**src/hdl/snes_mem_pkg.sv**
```systemverilog
////////////////////////////////////////////////////////////////////////////
// memory front end shared definitions
// widths, address map, loader word format and menu bridge states
////////////////////////////////////////////////////////////////////////////
package snes_mem_pkg;

    localparam int ADDR_W      = 23;               // byte address, 8 MB
    localparam int WORD_W      = 16;
    localparam int BYTE_W      = 8;
    localparam int WRAM_ADDR_W = 17;               // 128 KB of work ram
    localparam int MEM_WORDS   = 1 << (ADDR_W - 1);

    // wram lives in banks 7E/7F, the top 128 KB
    localparam logic [ADDR_W-WRAM_ADDR_W-1:0] WRAM_BANK = '1;

    // accept to ack toggle
    localparam int MEM_LATENCY = 3;
    localparam int LAT_CNT_W   = $clog2(MEM_LATENCY);

    typedef logic [ADDR_W-1:0]      addr_t;
    typedef logic [WORD_W-1:0]      word_t;
    typedef logic [BYTE_W-1:0]      byte_t;
    typedef logic [WRAM_ADDR_W-1:0] wram_addr_t;

    // one assembled loader word
    typedef struct packed {
        logic  valid;   // new word this cycle
        addr_t addr;    // even byte address
        word_t data;    // odd byte high, even byte low
    } load_word_t;

    // 32-to-16 bridge states
    typedef enum logic [2:0] {
        idle_req0  = 3'd0,
        wait0_req1 = 3'd1,
        data0      = 3'd2,
        wait1      = 3'd3,
        data1      = 3'd4
    } rv_state_e;

endpackage

```
**src/hdl/rom_loader.sv**
```systemverilog
////////////////////////////////////////////////////////////////////////////
// rom loader, packs the incoming byte stream into 16-bit word writes
// and raises loaded once the stream ends
////////////////////////////////////////////////////////////////////////////
module rom_loader import snes_mem_pkg::*; (
    input  logic       mclk,
    input  logic       resetn,
    input  logic       loading,
    input  byte_t      loader_data,
    input  logic       loader_valid,
    output load_word_t load_word,
    output logic       loaded
);

    addr_t byte_addr;       // address of the next byte
    byte_t prev_byte;       // even byte waiting for its partner
    logic  loading_r;
    logic  word_valid;
    addr_t word_addr;
    word_t word_data;
    logic  take_byte;

    assign take_byte = loading & loader_valid;

    always_ff @(posedge mclk) begin
        if (!resetn) begin
            loading_r  <= 1'b0;
            loaded     <= 1'b0;
            byte_addr  <= '0;
            word_valid <= 1'b0;
        end else begin
            loading_r  <= loading;
            word_valid <= take_byte & byte_addr[0];    // odd byte completes a word
            if (take_byte)
                byte_addr <= byte_addr + 1'b1;
            // a new load starts over from byte 0
            if (loading & ~loading_r) begin
                byte_addr <= '0;
                loaded    <= 1'b0;
            end
            if (~loading & loading_r)
                loaded <= 1'b1;
        end
    end

    always_ff @(posedge mclk) begin
        if (take_byte) begin
            prev_byte <= loader_data;
            word_addr <= {byte_addr[ADDR_W-1:1], 1'b0};
            word_data <= {loader_data, prev_byte};
        end
    end

    assign load_word = '{valid: word_valid, addr: word_addr, data: word_data};

    // bus capture only takes loader words while loading is still high
    a_word_while_loading: assert property (@(posedge mclk) disable iff (!resetn)
        load_word.valid |-> loading);

endmodule

```
**config.mk**
```make
export PLATFORM = sky130hd
export DESIGN_NAME = rom_loader
export DESIGN_NICKNAME = d
export VERILOG_FILES = /design/src/hdl/snes_mem_pkg.sv /design/src/hdl/rom_loader.sv
export SDC_FILE = /design/constraint.sdc
export NUM_CORES = 1
export LEC_CHECK = 0
export ABC_CLOCK_PERIOD_IN_PS = 3900
export BUFFER_PORTS_ARGS = -buffer_cell sky130_fd_sc_hd__buf_2
export CAP_MARGIN = 15
export CORE_MARGIN = 1
export CORE_UTILIZATION = 55
export DETAILED_ROUTE_END_ITERATION = 8
export GPL_TIMING_DRIVEN = 0
export PLACE_DENSITY = 0.82
export SETUP_SLACK_MARGIN = 0.2
export SYNTH_ARGS = -nofsm -noshare
export SYNTH_HDL_FRONTEND = slang
export SYNTH_SLANG_ARGS = --single-unit
```
**constraint.sdc**
```tcl
create_clock -name mclk -period 3.9 [get_ports mclk]
set_input_delay 0.195 -clock mclk [delete_from_list [all_inputs] [get_ports mclk]]
set_output_delay 0.195 -clock mclk [all_outputs]
set_load 0.03 [all_outputs]
```
## Word-level counts from Yosys, hierarchy flattened

Index checks and enable logic that the tools add are counted.

| storage, ports and cells | value |
|---|---|
| memories kept | 0 |
| bits of input ports | 12 |
| output and inout bits | 41 |
| word-level logic and storage cells | 19 |
| RAM bits | 0 |
| bits in latches | 0 |
| register bits after elaboration | 72 |
| bits in read-only memories | 0 |

| operators by class | value |
|---|---|
| bitwise operators | 7 |
| divide/modulo/power cells | 0 |
| mux-type cells | 2 |
| eq/ne operators | 0 |
| multipliers | 0 |
| add/subtract/negate cells | 1 |
| shifts and indexed selects | 0 |
| reduce and logical (&&, ||, !) cells | 2 |
| magnitude comparators | 0 |

Operators by type and width:

| kind | count |
|---|---|
| $add 23x1->23 const B | 1 |
| $and 1x1->1 | 4 |
| $not 1->1 | 3 |
| $mux 1 | 2 |
| $reduce_bool 2->1 | 1 |
| $reduce_or 2->1 | 1 |

## Depth between registers and ports, before layout

| depth | value |
|---|---|
| depth after elaboration | 4 |
| gate-level depth with buffers | 6 |
| mapped depth without buffers | 5 |

## Worst setup path after synthesis

OpenSTA, ideal clock, no wires.

| path | value |
|---|---|
| path kind | input-to-reg |
| from | input port loader_valid |
| to | register byte_addr[2] |
| data required time | 3.772 ns |
| setup slack | 1.914 ns |
| arrival | 1.859 ns |
| stages | 5 |
| library setup time | 0.128 ns |
| path buffers | 1 |
| cells stage by stage | and2_1 -> clkbuf_1 -> nand2_1 -> xor2_1 -> nor2_1 |

| between the ends | value |
|---|---|
| word-level cells in the longest chain between the ends | 1 |

RTL lines:

| item | RTL line | RTL |
|---|---|---|
| start, declared | rom_loader.sv:10 | `input logic loader_valid,` |
| $and 1x1->1 | rom_loader.sv:23 | `assign take_byte = loading & loader_valid;` |
| end signal, assigned | rom_loader.sv:35 | `byte_addr <= byte_addr + 1'b1;` |
| end, declared | rom_loader.sv:15 | `addr_t byte_addr;` |

No other way between the ends.
A chain may end at the register's enable or synchronous reset.

## Worst setup path after layout

| path | value |
|---|---|
| from | register byte_addr[0] |
| to | register byte_addr[20] |

| between the ends | value |
|---|---|
| word-level cells in the longest chain between the ends | 1 |

RTL lines:

| item | RTL line |
|---|---|
| $add 23x1->23 | rom_loader.sv:35 |

No other way between the ends.

==> results.sh <==
export IMPL_cp_max_fo=9
export IMPL_placed_area_sq_um=2706
export IMPL_nets=259
export IMPL_max_slew_margin_rel=0.5589
export IMPL_worstSetupPathType="reg -> reg"
export IMPL_irDropWorstVdd_mv=0.2855
export IMPL_pwr_share_clk=0.450
export IMPL_cp_required_ps=4150
export IMPL_clock_latency_ps=330
export IMPL_fp_coreArea_sq_um=4058
export IMPL_synthesis_nets=196
export IMPL_first_iter_violations=79
export IMPL_area_growth_pct=24.87
export IMPL_crit_family="simple AND/OR/NAND/NOR gates"
export IMPL_drive_above_1_share=0.2972
export IMPL_max_stage_delay_ps=520
export IMPL_grt_pass1_vias=1465
export IMPL_hold_viol=0
export IMPL_period_needed_ps=2170
export IMPL_internal_power_uw=1161
export IMPL_cts_tree="done"
export IMPL_ioPinCount=53
export IMPL_multi_input_area_sq_um=636.9
export IMPL_grt_pass1_wl_um=6644
export IMPL_cp_buffers_inverters=1
export IMPL_cts_hold_buf=0
export IMPL_initial_core_util=0.5816
export IMPL_yosys_warnings=0
export IMPL_numPortBuffers=51
export IMPL_setup_tns_ps=0
export IMPL_wl_per_cell_um=14.28
export IMPL_dpl_hpwl_um=2873
export IMPL_p_leak_uw=0.001136
export IMPL_root_buffer="clkbuf_8"
export IMPL_viasPerCell=5.371
export IMPL_die_area_sq_um=4556
export IMPL_numClockSinks=64
export IMPL_tightestPinTransition_ps=655.7
export IMPL_skew_ps=7.218
export IMPL_core_rowCount=23
export IMPL_die_h_um=67.50
export IMPL_power_frac_seq=0.503
export IMPL_fmax_ghz=0.4608
export IMPL_grt_total_usage=0.2072
export IMPL_num_antenna_cells=0
export IMPL_synth_seq_area_share=0.7041
export IMPL_fin_crit_sh=0.5564
export IMPL_p_sw_uw=299.6
export IMPL_slowest_stage="or4_1"
export IMPL_htree_num_levels=3
export IMPL_ys_ff_latch=64
export IMPL_grt_antenna_before_repair=0
export IMPL_hold_path_class="in -> reg"
export IMPL_rsz0062_at_grt="no"
export IMPL_p_comb_frac=0.047
export IMPL_drc=0
export IMPL_seqCellArea_sq_um=1662
export IMPL_crit_path_start_kind="flip-flop"
export IMPL_pre_cts_ws_ps=1789
export IMPL_netlist_instances=181
export IMPL_setup_viol=0
export IMPL_grt_ovfl_total=0
export IMPL_drt_wl_total_um=4270
export IMPL_slew_viol_final=0
export IMPL_fill_cells=260
export IMPL_place_congestion=0.7871
export IMPL_drv_cap=0
export IMPL_p_total_uw=1461
export IMPL_utilization=0.7262
export IMPL_via_count=1606
export IMPL_die_w_um=67.50
export IMPL_clkTransAtPathRegs_ps=70
export IMPL_cp_end_kind="flip-flop"
export IMPL_grt_start_max_net_pins=28
export IMPL_outcome="finished, final reports clean"
export IMPL_arrival_ps=2420
export IMPL_final_area_sq_um=2947
export IMPL_clockBufferDepth=2
export IMPL_synth_avg_cell_area_sq_um=13.04
export IMPL_netlist_area_sq_um=2360
export IMPL_antenna_left=0
export IMPL_worst_slack_ps=1730
export IMPL_firstDrtPassIters=4
export IMPL_crit_chain="ha_1 -> nand4_1 -> or4_1 -> clkbuf_1 -> or3_1 -> a21oi_1"
export IMPL_yosysUniqueCellTypes=31
export IMPL_post_cts_setup_buffers=0
export IMPL_cts_resized=0
export IMPL_switching_share=0.2050
export IMPL_power_density_nw_per_um2=495.8
export IMPL_numCtsBuffers=9
-- layer usage --
metal,global-route usage,vias up,share of wire
met5,0,-,0
met4,0.1250,0,0.018
met3,0.06926,8,0.067
met2,0.3243,60,0.47
met1,0.2456,752,0.44
li1,-,786,-
-- worst register-to-register path, delay by kind of cell (launching register included) --
family	cells	cell delay (ps)
fa+ha+maj	1	210
simple gates	3	1080
flops	1	400
buf+inv	1	220
compound gates	1	180
-- through the flow --
step	hold WS (ps)	instances
after floorplan	293.9	181
after global placement	371.4	282
after detailed placement	373.6	283
after CTS	17.87	299
after global routing	16.41	299
final	35.19	299
-- cell usage after synthesis (all sizes together) --
library cell	n	area, sq um
edfxtp	38	1141
o21ai	11	55.05
nand3	6	30.03
dfxtp	26	520.5
and2	4	25.02
clkbuf	4	15.01
and3	4	25.02
nor3	3	15.01
nand2	9	33.78
nor4	3	18.77
buf	5	27.52
or4	2	15.01
xnor2	7	61.31
ha	3	37.54
conb	1	3.750
or4b	1	10.01
nand4b	2	17.52
inv	5	18.77
nor2b	1	6.260
xor2	4	35.03
nor2	12	45.04
nand2b	1	6.260
or3	8	51.30
a21oi	11	55.05
mux2i	2	20.02
and4	2	17.52
nand4	6	52.55
-- cells in the final DEF (no fill, tap or decap), types with 4 or more instances in the layout --
cell type / count
xnor2_1: 7
nand2_1: 9
o21ai_0: 11
nor2_1: 12
clkbuf_8: 12
nand4_1: 5
and3_1: 4
and2_1: 4
buf_2: 52
a21oi_1: 11
edfxtp_1: 38
inv_1: 5
dfxtp_1: 26
xor2_1: 4
or3_1: 7
nand3_1: 6
-- final cells by class --
cell class,instances,share of cell area
tap,50,0.02123
multi-input combinational,103,0.2161
buffer,9,0.01486
inverter,5,0.006369
clock buffer,12,0.05605
sequential,64,0.5639
clock inverter,4,0.02548
timing repair buffer,52,0.09597
-- power by group through the flow --
stage	registers (uW)	logic [uW]	clock network (uW)
after detailed placement	750	68.6	0
after global placement	750	64.3	0
after floorplan	775	17.6	0
after CTS	735	69.0	668
final	735	68.4	658
after global routing	736	73.9	693
-- registers in the layout (all words and copies together), names as in the netlist --
register	flops
byte_addr	23
word_addr	22
prev_byte	8
word_data	8
loaded	1
loading_r	1
word_valid	1
-- worst paths after layout --
check | startpoint | slack, ps | cells past startpoint | to
setup / recovery | byte_addr[0] | 1730 | 6 | byte_addr[20]
hold / removal | loader_data[2] | 40 | 1 | prev_byte[2]
setup reg to reg | byte_addr[0] | 1730 | 6 | byte_addr[20]
hold reg to reg | prev_byte[2] | 450 | 0 | word_data[2]
-- kinds of logic (layout without fill, tap and decap cells) --
kind of cell,after synthesis,after routing,synth area share
compound gates,22,22,0.04666
xor+xnor,11,11,0.04083
fa+ha+maj,3,3,0.01591
buf+inv,14,82,0.02598
flops,64,64,0.7041
mux,2,2,0.008484
other cells,1,1,0.001589
simple gates,64,64,0.1564
Note: power is estimated with default switching activity, not from simulation.
