<file path="src/hdl/snes_mem_pkg.sv">
////////////////////////////////////////////////////////////////////////////
// memory front end shared definitions
// widths, address map, loader word format and menu bridge states
////////////////////////////////////////////////////////////////////////////
package snes_mem_pkg;

    localparam int ADDR_W      = 23;               // byte address, 8 MB
    localparam int WORD_W      = 16;
    localparam int BYTE_W      = 8;
    localparam int WRAM_ADDR_W = 17;               // 128 KB of work ram
    localparam int MEM_WORDS   = 1 << (ADDR_W - 1);

    // wram lives in banks 7E/7F, the top 128 KB
    localparam logic [ADDR_W-WRAM_ADDR_W-1:0] WRAM_BANK = '1;

    // accept to ack toggle
    localparam int MEM_LATENCY = 3;
    localparam int LAT_CNT_W   = $clog2(MEM_LATENCY);

    typedef logic [ADDR_W-1:0]      addr_t;
    typedef logic [WORD_W-1:0]      word_t;
    typedef logic [BYTE_W-1:0]      byte_t;
    typedef logic [WRAM_ADDR_W-1:0] wram_addr_t;

    // one assembled loader word
    typedef struct packed {
        logic  valid;   // new word this cycle
        addr_t addr;    // even byte address
        word_t data;    // odd byte high, even byte low
    } load_word_t;

    // 32-to-16 bridge states
    typedef enum logic [2:0] {
        idle_req0  = 3'd0,
        wait0_req1 = 3'd1,
        data0      = 3'd2,
        wait1      = 3'd3,
        data1      = 3'd4
    } rv_state_e;

endpackage

</file>
<file path="src/hdl/mem_chan_if.sv">
////////////////////////////////////////////////////////////////////////////
// word memory channel with toggle request/acknowledge
////////////////////////////////////////////////////////////////////////////
interface mem_chan_if
    import snes_mem_pkg::*;
();

    logic       req;    // toggles once per request
    addr_t      addr;   // bit 0 ignored
    word_t      din;
    logic [1:0] ds;     // byte enables, bit 1 is the high byte
    logic       we;
    logic       ack;    // follows req when served
    word_t      dout;   // valid from the ack toggle on

    // pending while req and ack differ
    modport host (
        output req, addr, din, ds, we,
        input  ack, dout
    );

    modport mem (
        input  req, addr, din, ds, we,
        output ack, dout
    );

endinterface

</file>
<file path="src/hdl/rv_bridge.sv">
////////////////////////////////////////////////////////////////////////////
// menu processor bridge, splits each 32-bit access into two 16-bit
// channel requests, one for half-word writes
////////////////////////////////////////////////////////////////////////////
module rv_bridge import snes_mem_pkg::*; (
    input  logic        mclk,
    input  logic        resetn,
    input  logic        rv_valid,
    output logic        rv_ready,
    input  addr_t       rv_addr,
    input  logic [31:0] rv_wdata,
    input  logic [3:0]  rv_wstrb,
    output logic [31:0] rv_rdata,
    mem_chan_if.host    chan
);

    rv_state_e  state;
    logic       rv_valid_r;
    logic       new_req;        // access arrived while busy
    logic       new_req_t;      // rising edge of rv_valid
    logic       write;
    logic       word_sel;       // 0 low word, 1 high word
    logic [1:0] ds;
    word_t      dout0;          // low word of a read

    assign write     = rv_wstrb != 4'b0000;
    assign new_req_t = rv_valid & ~rv_valid_r;

    assign chan.addr = {rv_addr[ADDR_W-1:2], word_sel, 1'b0};
    assign chan.din  = word_sel ? rv_wdata[31:16] : rv_wdata[15:0];
    assign chan.ds   = ds;
    assign chan.we   = write;

    always_ff @(posedge mclk) begin
        if (!resetn) begin
            state      <= idle_req0;
            rv_ready   <= 1'b0;
            rv_valid_r <= 1'b0;
            new_req    <= 1'b0;
            chan.req   <= 1'b0;
            word_sel   <= 1'b0;
            ds         <= 2'b00;
        end else begin
            rv_valid_r <= rv_valid;
            rv_ready   <= 1'b0;
            if (new_req_t)
                new_req <= 1'b1;

            case (state)
            idle_req0: begin
                if (new_req || new_req_t) begin
                    new_req  <= 1'b0;
                    chan.req <= ~chan.req;
                    if (write && rv_wstrb[1:0] == 2'b00) begin
                        word_sel <= 1'b1;       // upper half only
                        ds       <= rv_wstrb[3:2];
                        state    <= wait1;
                    end else begin
                        word_sel <= 1'b0;
                        ds       <= write ? rv_wstrb[1:0] : 2'b11;
                        state    <= wait0_req1;
                    end
                end
            end

            wait0_req1: begin
                if (chan.req == chan.ack) begin
                    if (write && rv_wstrb[3:2] == 2'b00) begin
                        rv_ready <= 1'b1;       // lower half only, done
                        state    <= idle_req0;
                    end else begin
                        chan.req <= ~chan.req;
                        word_sel <= 1'b1;
                        ds       <= write ? rv_wstrb[3:2] : 2'b11;
                        state    <= write ? wait1 : data0;
                    end
                end
            end

            data0: state <= wait1;              // low word captured below

            wait1: begin
                if (chan.req == chan.ack) begin
                    if (write) begin
                        rv_ready <= 1'b1;
                        state    <= idle_req0;
                    end else begin
                        state <= data1;
                    end
                end
            end

            data1: begin
                rv_ready <= 1'b1;
                state    <= idle_req0;
            end

            default: state <= idle_req0;
            endcase
        end
    end

    // low word holds until the high word is acknowledged
    always_ff @(posedge mclk) begin
        if (state == data0)
            dout0 <= chan.dout;
    end

    assign rv_rdata = {chan.dout, dout0};

    a_ready_pulse: assert property (@(posedge mclk) disable iff (!resetn)
        rv_ready |=> !rv_ready);

endmodule

</file>
<file path="src/flat_wrapper.sv">
// flat-port wrapper written by rule: the top's interface ports become plain ports
module rv_bridge_flat import snes_mem_pkg::*;
  (mclk, resetn, rv_valid, rv_ready, rv_addr, rv_wdata, rv_wstrb, rv_rdata, chan_req, chan_addr, chan_din, chan_ds, chan_we, chan_ack, chan_dout);
  mem_chan_if chan_i ();
  input  logic mclk;
  input  logic resetn;
  input  logic rv_valid;
  output logic rv_ready;
  input  addr_t rv_addr;
  input  logic [31:0] rv_wdata;
  input  logic [3:0] rv_wstrb;
  output logic [31:0] rv_rdata;
  output wire logic [$bits(chan_i.req)-1:0] chan_req;
  output wire logic [$bits(chan_i.addr)-1:0] chan_addr;
  output wire logic [$bits(chan_i.din)-1:0] chan_din;
  output wire logic [$bits(chan_i.ds)-1:0] chan_ds;
  output wire logic [$bits(chan_i.we)-1:0] chan_we;
  input wire logic [$bits(chan_i.ack)-1:0] chan_ack;
  input wire logic [$bits(chan_i.dout)-1:0] chan_dout;
  assign chan_req = chan_i.req;
  assign chan_addr = chan_i.addr;
  assign chan_din = chan_i.din;
  assign chan_ds = chan_i.ds;
  assign chan_we = chan_i.we;
  assign chan_i.ack = chan_ack;
  assign chan_i.dout = chan_dout;
  rv_bridge u_core (.mclk(mclk), .resetn(resetn), .rv_valid(rv_valid), .rv_ready(rv_ready), .rv_addr(rv_addr), .rv_wdata(rv_wdata), .rv_wstrb(rv_wstrb), .rv_rdata(rv_rdata), .chan(chan_i));
endmodule
</file>
<file path="config.mk">
export PLATFORM = sky130hd
export DESIGN_NAME = rv_bridge_flat
export DESIGN_NICKNAME = d
export VERILOG_FILES = /design/src/hdl/snes_mem_pkg.sv /design/src/hdl/mem_chan_if.sv /design/src/hdl/rv_bridge.sv /design/src/flat_wrapper.sv
export SDC_FILE = /design/constraint.sdc
export NUM_CORES = 1
export LEC_CHECK = 0
export ABC_CLOCK_PERIOD_IN_PS = 2450
export BUFFER_PORTS_ARGS = -buffer_cell sky130_fd_sc_hd__buf_2
export CORE_AREA = 2 2 72 67
export DETAILED_ROUTE_END_ITERATION = 12
export DIE_AREA = 0 0 74 69
export PLACE_DENSITY = 0.8
export SYNTH_ARGS = -nofsm -noshare
export SYNTH_HDL_FRONTEND = slang
export SYNTH_SLANG_ARGS = --single-unit
</file>
<file path="constraint.sdc">
create_clock -name mclk -period 2.45 [get_ports mclk]
set_input_delay 0.1225 -clock mclk [delete_from_list [all_inputs] [get_ports mclk]]
set_output_delay 0.1225 -clock mclk [all_outputs]
set_load 0.03 [all_outputs]
</file>
After elaboration in Yosys (flattened, before gate mapping):

Cells that the tools add are included.

* add/sub/neg operators: 0
* multiply operators: 0
* divide/modulo/power cells: 0
* magnitude comparators: 0
* eq/ne operators: 9
* shifts and indexed selects: 0
* mux-type cells: 33
* bitwise operators: 3
* reduce and logical (&&, ||, !) cells: 10

Operators with widths (count)
* $mux W16: 1
* $mux W1: 15
* $mux W3: 5
* $mux W2: 7
* $pmux W3 S4: 1
* $eq A3 B2 Y1 const B: 2
* $ne A2 B1 Y1 const B: 3
* $logic_not A2 Y1: 2
* $pmux W1 S2: 2
* $pmux W2 S2: 1
* $reduce_and A4 Y1: 1
* $reduce_bool A4 Y1: 1
* $eq A3 B1 Y1 const B: 1
* $eq A3 B3 Y1 const B: 1
* $logic_not A3 Y1: 1
* $pmux W1 S3: 1
* $reduce_and A3 Y1: 1
* $logic_and A1 B1 Y1: 2
* $ne A2 B2 Y1 const B: 1
* $not A1 Y1: 2
* $reduce_bool A2 Y1: 1
* $and A1 B1 Y1: 1
* $eq A1 B1 Y1: 1
* $logic_or A1 B1 Y1: 1

* bits in registers: 26
* bits in latches: 0
* bits in writable memories: 0
* memory bits (read-only): 0
* bits of input ports: 79
* memories: 0

Logic depth before layout (Yosys ltp):

* depth after elaboration: 5
* depth in mapped cells: 5
* gate-level depth less buffers: 4

Worst setup path after synthesis:

No wires, ideal clock.

* kind: reg2reg
* start: register u_core.state[1]
* end: register u_core.dout0[0], enable pin
* library setup time: 0.413 ns
* arrival time: 1.679 ns
* required time: 2.037 ns
* path slack: 0.358 ns
* stages on the path, launching flop included: 3
* clock period less this slack: 2.092 ns
* cells stage by stage: dfxtp_1 -> buf_6 -> nor3b_1

* cells in the longest elaborated chain, start to end: 1

Ends and longest elaborated chain
* from (decl): line rv_bridge.sv:17 `rv_state_e state;`
* from (signal assigned): line rv_bridge.sv:36 `state <= idle_req0;`
* from (signal assigned): line rv_bridge.sv:57 `state <= wait1;`
* from (signal assigned): line rv_bridge.sv:61 `state <= wait0_req1;`
* $eq A3 B2 Y1: line rv_bridge.sv:105 `if (state == data0)`
* to (signal assigned): line rv_bridge.sv:106 `dout0 <= chan.dout;`
* to (decl): line rv_bridge.sv:24 `word_t dout0;`

Every way passes these cells.
A chain may end at the register's enable or synchronous reset.

Worst setup path in the final report:

* start: register u_core.word_sel
* end: output chan_din[10]

* cells in the longest elaborated chain, start to end: 1

Ends and longest elaborated chain
* from (decl): line rv_bridge.sv:22 `logic word_sel;`
* from (signal assigned): line rv_bridge.sv:41 `word_sel <= 1'b0;`
* from (signal assigned): line rv_bridge.sv:55 `word_sel <= 1'b1;`
* from (signal assigned): line rv_bridge.sv:59 `word_sel <= 1'b0;`
* $mux W16: line rv_bridge.sv:30 `assign chan.din = word_sel ? rv_wdata[31:16] : rv_wdata[15:0];`
* to (decl): line flat_wrapper.sv:15 `output wire logic [$bits(chan_i.din)-1:0] chan_din;`

Every way passes these cells.

==> results.cfg <==
[logic_synthesis]
synthesis.area_um2 = 1530
synth.area.top_cells = edfxtp_1, buf_4, dfxtp_1
yosysTopAreaCell = edfxtp_1
synth.avg_cell_area_um2 = 11.1
ys_types = 33
synth_edf_count = 16
yosysTopAreaCellShare_pct = 31.4
ys_top_cells_by_count = buf_4, edfxtp_1, mux2_2, dfxtp_1, nor2_1
ys.flop_type = edfxtp_1
yosysMostFrequentCell = buf_4
ys_ff_latch = 26
synth_nets = 217
ys_async_sr_fraction_pct = 0
seq_area_frac_synth_pct = 44.4
ys_warn_count = 0
syn_inst = 138

[setup_path]
path_cells = mux2_2, buf_2
cp.required_ns = 2.33
cp-end-kind = output port
cp-start-kind = register
cp_top_family = flip-flops
r2r-start = u_core.state[0]
reg2regPathDepth = 4
reg2reg_to = u_core.chan.ds[0]
slowest_delay_ns = 0.78
worstPathArrival_ns = 1.65
ff2ff_setup_slack_ns = 0.98
path_buf_inv = 1
critical_path_class = register to output port
crit_fanout = 18
slowest_stage = dfxtp_1

[clocking]
cts_setup_buffers = 0
cts-root-buf = clkbuf_8
cts_tree = yes
clock-sinks = 26
cts_buffers = 3
post_cts_resize_count = 0
cts_buffer_depth = 2
cts_max_level = 1
holdBufCountCts = 0
clock_latency_ns = 0.27
clk_pin_slew_ns = 0.09

[grt]
antenna_found_initial = 0
grt_max_degree = 19
first_global_vias = 1114
grt_pass1_wl_mm = 4.81
grtUsageTotal_pct = 11.7
grt_overflow = 0

[finish]
drive_above_1_share_pct = 67.5
nFillCells = 415
seqCellArea_um2 = 681
final_cell_area_um2 = 1910
num_antenna_cells = 0
nets = 289
area_growth_pct = 24.9
multiInputGateArea_um2 = 519

[timing]
worstMarginPinSlew_ns = 0.702
period_share_pct = 72.2
skew_ns = 0.000811
hold_slack_ns = 0.0345
period_minus_slack_ns = 1.77
setup_violations = 0
drv_slew = 0
fin_setup_tns_ns = 0
layout_setup_ws_ns = 0.681
clock.fmax_mhz = 565
rsz0062_at_grt = false
relSlewSlack_pct = 53.1
hold_viol = 0

[floorplanning]
die_y_um = 69
dieArea_um2 = 5110
rows = 23
boundaryPins = 155
die_w_um = 74
core_area_um2 = 4350
initial_core_util_pct = 35.2

[route]
drtIter0Drc = 39
firstDrtPassIters = 4
vias = 1188
final_antenna_net_count = 0
wire_per_inst_um = 12.1
drt-vias-per-instance = 4.38
drt-total-wl_mm = 3.28
drcViolationCount = 0

[run]
drv_cap = 0

[power_and_ir_drop]
power_w = 0.00140
swShare_pct = 34.5
ir_worst_vdd_mv = 0.232
p_int_w = 0.000914
p_seq_share_pct = 39.9
power.density_nw_per_um2 = 729
p_clk_share_pct = 25.5
p_switching_w = 0.000482
combinationalPowerShare_pct = 34.6
p_leak_nw = 0.882

[placed_design]
numPortBuffers = 109
placed_cell_area_um2 = 1840
preCtsSetupSlack_ns = 0.955
dp_hpwl_mm = 2.60
gp_congestion = 0.795

[hold_path]
whs_endpoint = u_core.dout0[1]
hold_path_class = input port to register
whs_path_depth = 1
hold_start = chan_dout[1]

[run_status]
outcome = complete, no violations
==> worst max path at each step <==
stage                                  to            start  slack, ns  cells after the start
final                        chan_din[10]  u_core.word_sel       0.68                      2
after detailed placement     chan_din[10]  u_core.word_sel       0.95                      2
after floorplan           u_core.dout0[0]  u_core.state[1]       0.36                      2
after CTS                    chan_din[10]  u_core.word_sel       0.65                      2
after global routing         chan_din[10]  u_core.word_sel       0.57                      2
after global placement       chan_din[10]  u_core.word_sel       0.99                      2
==> logic make-up after synthesis <==
logic type,after synthesis,synth area share (%)
other,1,0.245
buffers and inverters,46,22.0
multiplexers,17,12.4
flip-flops,26,44.4
XOR/XNOR,1,1.06
AO/OA/AOI/OAI,19,10.5
AND/OR/NAND/NOR,28,9.40
==> per-layer routing <==
metal / part of all wire (%) / up-vias / global-route usage (%)
li1: - / 588 / -
met1: 37 / 546 / 11.9
met2: 54 / 50 / 22.8
met3: 7.4 / 4 / 2.49
met4: 0.79 / 0 / 3.84
met5: 0 / - / 0
==> layout by cell type (no fill, tap or decap), types with 2 or more instances in the layout <==
cell type	instances
buf_2	109
mux2_2	16
edfxtp_1	16
dfxtp_1	10
nor2_1	6
nand2_1	5
a21oi_1	5
o2bb2ai_1	4
nand3_1	4
nor3_1	4
inv_1	3
clkbuf_8	3
nor2_2	2
a21boi_2	2
==> metrics by stage <==
| step | cells | utilization [%] |
|---|---|---|
| 6_report | 271 | 44.0 |
| 5_1_grt | 271 | 44.0 |
| 4_1_cts | 271 | 44.0 |
| 3_5_place_dp | 267 | 42.4 |
| 3_3_place_gp | 267 | 42.4 |
| 2_1_floorplan | 138 | - |
==> cell type report <==
class,count,area share (%)
well taps,62,4.05
repair buffers,110,28.9
flip-flops and latches,26,35.6
clock buffers,3,2.16
clock inverters,1,1.57
inverters,3,0.589
multi-input cells,66,27.1
==> flip-flops by register name (all words and copies together) (netlist names) <==
signal and flops:
u_core.chan.ds 2, u_core.chan.req 1, u_core.dout0 16, u_core.new_req 1, u_core.rv_ready 1, u_core.rv_valid_r 1, u_core.state 3, u_core.word_sel 1
==> power by group through the flow <==
| stage | Clock, W | Combinational, W | Sequential [W] |
|---|---|---|---|
| floorplan | 0 | 0.000398 | 0.000602 |
| global placement | 0 | 0.000477 | 0.000565 |
| detailed placement | 0 | 0.000484 | 0.000568 |
| CTS | 0.000359 | 0.000488 | 0.000558 |
| global route | 0.000377 | 0.000514 | 0.000566 |
| finish | 0.000355 | 0.000483 | 0.000557 |
==> worst register-to-register path, delay by kind of cell (launching register included) <==
family,cells,cell delay [ns]
AO/OA/AOI/OAI,3,0.38
AND/OR/NAND/NOR,1,0.46
flip-flops,1,0.52
(Power assumes the default switching activity.)
