File: src/hdl/snes_mem_pkg.sv
////////////////////////////////////////////////////////////////////////////
// memory front end shared definitions
// widths, address map, loader word format and menu bridge states
////////////////////////////////////////////////////////////////////////////
package snes_mem_pkg;

    localparam int ADDR_W      = 23;               // byte address, 8 MB
    localparam int WORD_W      = 16;
    localparam int BYTE_W      = 8;
    localparam int WRAM_ADDR_W = 17;               // 128 KB of work ram
    localparam int MEM_WORDS   = 1 << (ADDR_W - 1);

    // wram lives in banks 7E/7F, the top 128 KB
    localparam logic [ADDR_W-WRAM_ADDR_W-1:0] WRAM_BANK = '1;

    // accept to ack toggle
    localparam int MEM_LATENCY = 3;
    localparam int LAT_CNT_W   = $clog2(MEM_LATENCY);

    typedef logic [ADDR_W-1:0]      addr_t;
    typedef logic [WORD_W-1:0]      word_t;
    typedef logic [BYTE_W-1:0]      byte_t;
    typedef logic [WRAM_ADDR_W-1:0] wram_addr_t;

    // one assembled loader word
    typedef struct packed {
        logic  valid;   // new word this cycle
        addr_t addr;    // even byte address
        word_t data;    // odd byte high, even byte low
    } load_word_t;

    // 32-to-16 bridge states
    typedef enum logic [2:0] {
        idle_req0  = 3'd0,
        wait0_req1 = 3'd1,
        data0      = 3'd2,
        wait1      = 3'd3,
        data1      = 3'd4
    } rv_state_e;

endpackage

File: src/hdl/mem_chan_if.sv
////////////////////////////////////////////////////////////////////////////
// word memory channel with toggle request/acknowledge
////////////////////////////////////////////////////////////////////////////
interface mem_chan_if
    import snes_mem_pkg::*;
();

    logic       req;    // toggles once per request
    addr_t      addr;   // bit 0 ignored
    word_t      din;
    logic [1:0] ds;     // byte enables, bit 1 is the high byte
    logic       we;
    logic       ack;    // follows req when served
    word_t      dout;   // valid from the ack toggle on

    // pending while req and ack differ
    modport host (
        output req, addr, din, ds, we,
        input  ack, dout
    );

    modport mem (
        input  req, addr, din, ds, we,
        output ack, dout
    );

endinterface

File: src/hdl/cpu_bus_capture.sv
////////////////////////////////////////////////////////////////////////////
// console bus capture, turns rom/wram strobes and loader words into
// channel requests and formats the returned words for the cpu
////////////////////////////////////////////////////////////////////////////
module cpu_bus_capture import snes_mem_pkg::*; (
    input  logic       mclk,
    input  logic       resetn,
    input  logic       loading,
    input  load_word_t load_word,
    input  addr_t      rom_addr,
    input  logic       rom_ce_n,
    input  logic       rom_word,
    output word_t      rom_q,
    input  wram_addr_t wram_addr,
    input  logic       wram_ce_n,
    input  logic       wram_rd_n,
    input  logic       wram_we_n,
    input  byte_t      wram_d,
    output byte_t      wram_q,
    mem_chan_if.host   chan
);

    logic       wram_rd, wram_wr;
    logic       wram_rd_r, wram_wr_r;
    wram_addr_t wram_addr_sd;       // last wram address sent
    addr_t      rom_addr_sd;        // last rom address sent
    logic       rom_sd_valid;       // rom_addr_sd holds a real address
    logic       issue_load, issue_wram, issue_rom, issue_any;
    logic       busy;
    logic       port_sel;           // 0 rom, 1 wram
    word_t      rom_data, wram_data;

    assign wram_rd = ~wram_ce_n & ~wram_rd_n;
    assign wram_wr = ~wram_ce_n & ~wram_we_n;

    // loader first, then wram, then rom
    assign issue_load = loading & load_word.valid;
    assign issue_wram = ~issue_load &
        ((wram_rd & (wram_addr[WRAM_ADDR_W-1:1] != wram_addr_sd[WRAM_ADDR_W-1:1]))
         | (wram_rd & ~wram_rd_r)
         | (wram_wr & ~wram_wr_r));
    assign issue_rom  = ~loading & ~issue_wram & ~rom_ce_n &
        (~rom_sd_valid | (rom_addr != rom_addr_sd));
    assign issue_any  = issue_load | issue_wram | issue_rom;

    always_ff @(posedge mclk) begin
        if (!resetn) begin
            chan.req     <= 1'b0;
            busy         <= 1'b0;
            wram_rd_r    <= 1'b0;
            wram_wr_r    <= 1'b0;
            rom_sd_valid <= 1'b0;
        end else begin
            wram_rd_r <= wram_rd;
            wram_wr_r <= wram_wr;
            if (busy && chan.req == chan.ack)
                busy <= 1'b0;
            if (loading)
                rom_sd_valid <= 1'b0;   // rom contents are changing
            else if (issue_rom)
                rom_sd_valid <= 1'b1;
            if (issue_any) begin
                chan.req <= ~chan.req;
                busy     <= 1'b1;
            end
        end
    end

    always_ff @(posedge mclk) begin
        if (issue_load) begin
            chan.addr <= load_word.addr;
            chan.din  <= load_word.data;
            chan.ds   <= 2'b11;
            chan.we   <= 1'b1;
            port_sel  <= 1'b0;
        end else if (issue_wram) begin
            wram_addr_sd <= wram_addr;
            chan.addr    <= {WRAM_BANK, wram_addr};
            chan.din     <= {wram_d, wram_d};                 // lane picked by ds
            chan.ds      <= {wram_addr[0], ~wram_addr[0]};
            chan.we      <= wram_wr;
            port_sel     <= 1'b1;
        end else if (issue_rom) begin
            rom_addr_sd <= rom_addr;
            chan.addr   <= rom_addr;
            chan.ds     <= 2'b11;
            chan.we     <= 1'b0;
            port_sel    <= 1'b0;
        end
    end

    // latch read data once the request is served
    always_ff @(posedge mclk) begin
        if (busy && chan.req == chan.ack && !chan.we) begin
            if (port_sel)
                wram_data <= chan.dout;
            else
                rom_data <= chan.dout;
        end
    end

    // byte reads from an odd rom address want the high byte in the low lane
    assign rom_q  = (rom_word | ~rom_addr[0]) ? rom_data : {rom_data[7:0], rom_data[15:8]};
    assign wram_q = wram_addr[0] ? wram_data[15:8] : wram_data[7:0];

endmodule

File: src/flat_wrapper.sv
// flat-port wrapper written by rule: the top's interface ports become plain ports
module cpu_bus_capture_flat import snes_mem_pkg::*;
  (mclk, resetn, loading, load_word, rom_addr, rom_ce_n, rom_word, rom_q, wram_addr, wram_ce_n, wram_rd_n, wram_we_n, wram_d, wram_q, chan_req, chan_addr, chan_din, chan_ds, chan_we, chan_ack, chan_dout);
  mem_chan_if chan_i ();
  input  logic mclk;
  input  logic resetn;
  input  logic loading;
  input  load_word_t load_word;
  input  addr_t rom_addr;
  input  logic rom_ce_n;
  input  logic rom_word;
  output word_t rom_q;
  input  wram_addr_t wram_addr;
  input  logic wram_ce_n;
  input  logic wram_rd_n;
  input  logic wram_we_n;
  input  byte_t wram_d;
  output byte_t wram_q;
  output wire logic [$bits(chan_i.req)-1:0] chan_req;
  output wire logic [$bits(chan_i.addr)-1:0] chan_addr;
  output wire logic [$bits(chan_i.din)-1:0] chan_din;
  output wire logic [$bits(chan_i.ds)-1:0] chan_ds;
  output wire logic [$bits(chan_i.we)-1:0] chan_we;
  input wire logic [$bits(chan_i.ack)-1:0] chan_ack;
  input wire logic [$bits(chan_i.dout)-1:0] chan_dout;
  assign chan_req = chan_i.req;
  assign chan_addr = chan_i.addr;
  assign chan_din = chan_i.din;
  assign chan_ds = chan_i.ds;
  assign chan_we = chan_i.we;
  assign chan_i.ack = chan_ack;
  assign chan_i.dout = chan_dout;
  cpu_bus_capture u_core (.mclk(mclk), .resetn(resetn), .loading(loading), .load_word(load_word), .rom_addr(rom_addr), .rom_ce_n(rom_ce_n), .rom_word(rom_word), .rom_q(rom_q), .wram_addr(wram_addr), .wram_ce_n(wram_ce_n), .wram_rd_n(wram_rd_n), .wram_we_n(wram_we_n), .wram_d(wram_d), .wram_q(wram_q), .chan(chan_i));
endmodule
File: config.mk
export PLATFORM = sky130hd
export DESIGN_NAME = cpu_bus_capture_flat
export DESIGN_NICKNAME = d
export VERILOG_FILES = /design/src/hdl/snes_mem_pkg.sv /design/src/hdl/mem_chan_if.sv /design/src/hdl/cpu_bus_capture.sv /design/src/flat_wrapper.sv
export SDC_FILE = /design/constraint.sdc
export NUM_CORES = 1
export LEC_CHECK = 0
export ABC_AREA = 0
export ABC_CLOCK_PERIOD_IN_PS = 4000
export BUFFER_PORTS_ARGS = -buffer_cell sky130_fd_sc_hd__clkbuf_2
export CAP_MARGIN = 10
export CORE_MARGIN = 1.5
export CORE_UTILIZATION = 50
export DETAILED_ROUTE_END_ITERATION = 6
export PLACE_DENSITY = 0.89
export SETUP_SLACK_MARGIN = 0.4
export SKIP_LAST_GASP = 1
export SLEW_MARGIN = 20
export SYNTH_ARGS = -nofsm -noshare
export SYNTH_HDL_FRONTEND = slang
export SYNTH_SLANG_ARGS = --single-unit
export TNS_END_PERCENT = 5
File: constraint.sdc
create_clock -name mclk -period 4 [get_ports mclk]
set_input_delay 1.2 -clock mclk [delete_from_list [all_inputs] [get_ports mclk]]
set_output_delay 1.2 -clock mclk [all_outputs]
set_load 0.05 [all_outputs]
==> After elaboration in Yosys (flattened, before gate mapping) <==
Index checks and enable logic that the tools add are counted.
{ "totals": {"input_bits": 113, "output_inout_bits": 67, "word_cells": 74, "register_bits": 120} }
{ "classes": {"bitwise": 31, "n_eq_ne": 3, "n_mux": 14, "reduce_logical": 12} }
{ "op_table": {"columns": ["op", "count"], "rows": [
  ["$mux 23", 3],
  ["$mux 16", 3],
  ["$ne 23x23->1", 1],
  ["$ne 16x16->1", 1],
  ["$not 1->1", 15],
  ["$and 1x1->1", 10],
  ["$mux 8", 1],
  ["$or 1x1->1", 6],
  ["$reduce_and 2->1", 3],
  ["$reduce_bool 2->1", 3],
  ["$mux 1", 5],
  ["$mux 2", 2],
  ["$reduce_and 3->1", 1],
  ["$reduce_bool 3->1", 1],
  ["$logic_and 1x1->1", 2],
  ["$reduce_or 2->1", 1],
  ["$eq 1x1->1", 1],
  ["$logic_not 1->1", 1]
]} }

==> Depth between registers and ports, before layout <==
{ "depth": {"word_depth": 13, "ltp_mapped": 7} }

==> Least setup slack after synthesis <==
OpenSTA, ideal clock, no wires.
{ "synth_path": {"kind": "input-to-reg", "start": "in wram_addr[14]", "end": "reg u_core.rom_addr_sd[0] (enable)", "n_path_buf": 0, "path_slack_ps": 450, "cell_stages": 5, "t_arrival_ps": 3143, "cell_sequence": "xor2_1 -> nor4_1 -> nand4_1 -> o21ai_2 -> nor2b_1"} }
{ "synth_via": {"elab_chain_cells": 10} }
{ "synth_lines": {"columns": ["element", "line_no", "source"], "rows": [
  ["start, declared", "flat_wrapper.sv:13", "input wram_addr_t wram_addr;"],
  ["$ne 16x16->1 *", "cpu_bus_capture.sv:39", "((wram_rd & (wram_addr[WRAM_ADDR_W-1:1] != wram_addr_sd[WRAM_ADDR_W-1:1]))"],
  ["$and 1x1->1 *", "cpu_bus_capture.sv:39", null],
  ["$or 1x1->1 *", "cpu_bus_capture.sv:40", "| (wram_rd & ~wram_rd_r)"],
  ["$or 1x1->1 *", "cpu_bus_capture.sv:41", "| (wram_wr & ~wram_wr_r));"],
  ["$and 1x1->1 *", "cpu_bus_capture.sv:38", "assign issue_wram = ~issue_load &"],
  ["$not 1->1 *", "cpu_bus_capture.sv:42", "assign issue_rom = ~loading & ~issue_wram & ~rom_ce_n &"],
  ["$and 1x1->1 (3 in series)", "cpu_bus_capture.sv:42", null],
  ["$reduce_and 3->1 (no source line) *", null, null],
  ["end signal, assigned", "cpu_bus_capture.sv:84", "rom_addr_sd <= rom_addr;"],
  ["end, declared", "cpu_bus_capture.sv:26", "addr_t rom_addr_sd;"]
]} }
Every way passes the cells marked *; elsewhere a longest branch is shown, timed or not.
A chain may end at the register's enable or synchronous reset.

==> Worst setup path after layout <==
{ "layout_path": {"start": "in rom_addr[0]", "end": "out rom_q[2]"} }
{ "layout_via": {"elab_chain_cells": 3} }
{ "layout_lines": {"columns": ["element", "line_no", "source"], "rows": [
  ["start, declared", "flat_wrapper.sv:9", "input addr_t rom_addr;"],
  ["$not 1->1", "cpu_bus_capture.sv:103", "assign rom_q = (rom_word | ~rom_addr[0]) ? rom_data : {rom_data[7:0], rom_data[15:8]};"],
  ["$or 1x1->1", "cpu_bus_capture.sv:103", null],
  ["$mux 16", "cpu_bus_capture.sv:103", null],
  ["end, declared", "flat_wrapper.sv:12", "output word_t rom_q;"]
]} }
No other way between the ends.

==> metrics.json <==
{
  "hold_path": {
    "worst_hold_startpoint": "u_core.port_sel",
    "min_path_type": "flop to flop",
    "min_path_cells": 2,
    "timing.hold.worst_endpoint": "u_core.port_sel"
  },
  "clock_tree": {
    "post-cts-setup-buffers": 0,
    "cts_buf_count": 17,
    "cts.clk_slew.worst_paths_ns": 0.05,
    "tritoncts_num_sinks": 119,
    "cts.htree.levels": 4,
    "hold_buf_count_cts": 0,
    "clk_latency_ns": 0.51,
    "cts.path.max_buffers": 2,
    "clk_root_buffer_cell": "sky130_fd_sc_hd__clkbuf_8",
    "cts_tree": "built"
  },
  "synthesis": {
    "syn_avg_cell_area_um2": 12.8,
    "count_of_mapped_cells_out_of_synthesis": 393,
    "synth_xor_xnor_area_share_pct": 6.96,
    "synth-warning-count": 0,
    "synth_top_family_by_area": "simple AND/OR/NAND/NOR gates",
    "syn-num-nets": 506,
    "synth_mux_area_share_pct": 4.97,
    "synth_compound_area_share_pct": 3.98,
    "seq_cells_post_synth": 119,
    "synth_adder_area_share_pct": 0,
    "synth_sequential_area_ratio_pct": 69.2,
    "post_synth_instance_area_mm2": 0.00503,
    "post_synth_and_or_nand_nor_area_fraction_pct": 13.2,
    "synth.distinct_cells": 32
  },
  "power_and_ir_drop": {
    "power_density_mw_per_mm2": 529,
    "static-leakage-power_nw": 2.94,
    "worst_ir_drop_vdd_uv": 275,
    "finalPower_mw": 3.55
  },
  "global_routing": {
    "antenna_violations_before_repair": 0,
    "grt_first_pass_wirelength_um": 17400,
    "grt.overflow.total": 0,
    "gr-max-usage-layer": "met2",
    "grt.met2_usage_pct": 39.2,
    "grt_max_degree": 61,
    "grt_util_met3_pct": 8.67,
    "use_met1_pct": 26.4,
    "grt_use_total_pct": 22.6,
    "via_count_of_the_first_global_routing_pass": 3600
  },
  "floorplanning": {
    "floorplan.io_pins": 180,
    "design.core.area_mm2": 0.00977,
    "floorplan.initialDensity_pct": 51.5,
    "die_area_mm2": 0.0107,
    "floorplan.rows": 36,
    "floorplan.die.height_um": 103,
    "x_dimension_of_the_die_um": 103
  },
  "place": {
    "placement.io_buffers": 179,
    "gp_congestion": 0.776,
    "hpwl_um": 8360
  },
  "detailed_routing": {
    "vias_per_cell": 5.02,
    "antenna_left": 0,
    "totalWireLength_um": 11500,
    "drt-pass1-iter-count": 4,
    "first_iter_violations": 125,
    "post_drt_wl_per_cell_um": 15.8,
    "post-route-drc-count": 0,
    "routed_via_count": 3665
  },
  "worst_setup_path": {
    "worst_setup_path_category": "input pin to output port",
    "crit_path_start_kind": "input pin",
    "timing.critical_path.arrival_ns": 2.15,
    "regToRegEndpoint": "u_core.chan.addr[2]",
    "critPathCaptureType": "output port",
    "worst_path_cell_chain": "clkbuf_2 -> nor2b_1 -> buf_4 -> nand2_1 -> nand2_1 -> clkbuf_2",
    "cpPeakStageDelay_ns": 0.27,
    "setup.reg_to_reg.worst_slack_ns": 1.46,
    "cp_slowest_cell": "sky130_fd_sc_hd__clkbuf_2",
    "required_worst_endpoint_ns": 2.80,
    "critical_path.reg2reg.startpoint": "u_core.wram_addr_sd[1]",
    "timing.critical_path.fanout_max": 16,
    "r2r.worst_path.cells": 7
  },
  "timing": {
    "setup_total_negative_slack_ns": 0,
    "rsz0062_at_grt": "false",
    "layout_min_cycle_time_ns": 3.35,
    "maxSlewViolCount": 0,
    "finClkSkew_ns": 0.00860,
    "max_freq_ghz": 0.298,
    "relSlewSlack_pct": 41.1,
    "worst-slew-pin-transition_ns": 0.882,
    "share_of_the_clock_period_used_by_the_worst_path_pct": 83.8,
    "hold_violations": 0,
    "setup_violations": 0
  },
  "final_layout": {
    "area.growth.synth_to_final_pct": 33.3,
    "final_nets": 697,
    "layout.core_utilization_pct": 68.6,
    "antennaDiodeCount": 0,
    "final_common_cell": "sky130_fd_sc_hd__clkbuf_2",
    "drive_above_1_share_pct": 38.9,
    "fill_cells": 729,
    "layout_common_cells": "179 x sky130_fd_sc_hd__clkbuf_2, 110 x sky130_fd_sc_hd__nand2_1, 110 x sky130_fd_sc_hd__edfxtp_1"
  },
  "outcome": {
    "outcome": "completed"
  },
  "flow_run": {
    "maxCapViolCount": 0
  }
}
==> flip-flops by register name, summed over array words and instances (netlist names) <==
name	cells
u_core.busy	1
u_core.chan.addr	23
u_core.chan.din	16
u_core.chan.ds	2
u_core.chan.req	1
u_core.chan.we	1
u_core.port_sel	1
u_core.rom_addr_sd	23
u_core.rom_data	16
u_core.rom_sd_valid	1
u_core.wram_addr_sd	16
u_core.wram_data	16
u_core.wram_rd_r	1
u_core.wram_wr_r	1
==> layout make-up <==
class	count	area (um^2)	area share, %
sequential	119	3480	51.9
clock buffer	22	453	6.75
timing repair buffer	189	971	14.5
multi-input combinational	256	1480	22.1
tap	133	166	2.48
clock inverter	10	151	2.26
inverter	1	3.75	0.0559
==> how the worst max path moves through the flow <==
stage | startpoint | cells past startpoint | end | slack (ns)
after CTS | rom_addr[0] | 5 | rom_q[0] | 0.52
after floorplan | wram_addr[14] | 5 | u_core.rom_addr_sd[0] | 0.45
final | rom_addr[0] | 6 | rom_q[2] | 0.65
after detailed placement | wram_addr[1] | 8 | u_core.chan.addr[2] | 0.50
after global routing | rom_addr[0] | 6 | rom_q[4] | 0.52
after global placement | wram_addr[16] | 6 | u_core.wram_addr_sd[10] | 0.54
==> cell families (layout without fill, tap and decap cells) <==
group / Yosys count / in the layout
multiplexers: 24 / 24
flip-flops: 119 / 119
AND/OR/NAND/NOR: 157 / 157
buffers and inverters: 18 / 222
XOR/XNOR: 40 / 40
AO/OA/AOI/OAI: 35 / 35
==> through the flow <==
step	instance area [um^2]	cells	hold slack [ns]	setup WS, ns
floorplan	5030	393	0.445	0.450
global placement	6100	698	0.451	0.543
detailed placement	6100	698	0.457	0.499
CTS	6710	730	0.468	0.523
global route	6710	730	0.507	0.516
finish	6710	730	0.469	0.650
==> power by group <==
| part | leakage (nW) | internal, mW | switching [mW] |
|---|---|---|---|
| clock | 0.296 | 1.04 | 0.503 |
| sequential | 1.12 | 1.46 | 0.0276 |
| combinational | 1.53 | 0.145 | 0.378 |
| total | 2.94 | 2.64 | 0.909 |
==> routing by layer <==
metal,wire length [um],part of all wire (%)
met1,4880,42
met2,5690,49
met3,894,7.8
met4,59,0.51
met5,0,0
==> worst max-delay path, delay by kind of cell <==
kind	cells	cell delay (ns)
buffers and inverters	3	0.65
and+or+nand+nor	3	0.29
==> Yosys cell counts, drive strengths merged <==
library cell	count	area (um^2)
or3	1	6.26
nand4	5	31.3
o31ai	1	12.5
a21boi	2	15.0
nand2	110	413
mux2i	16	160
and2	3	18.8
o21ai	17	88.8
clkbuf	14	52.6
nor2	19	71.3
nand2b	2	12.5
a31o	1	8.76
inv	1	3.75
buf	3	27.5
xor2	32	280
nor3	2	10.0
nand3	1	5.00
or2	1	6.26
mux2	8	90.1
a211o	1	8.76
edfxtp	110	3300
and3	1	6.26
a21oi	12	60.1
nor4	7	43.8
dfxtp	9	180
a31oi	1	6.26
nor2b	3	18.8
nor3b	2	20.0
xnor2	8	70.1
==> timing repair <==
item / 4_1_cts / 5_1_grt
resized for setup: 0 / 1
hold endpoints to repair: 0 / 0
setup endpoints to repair: 0 / 8
No activity file was read; power rests on OpenSTA's default activity.
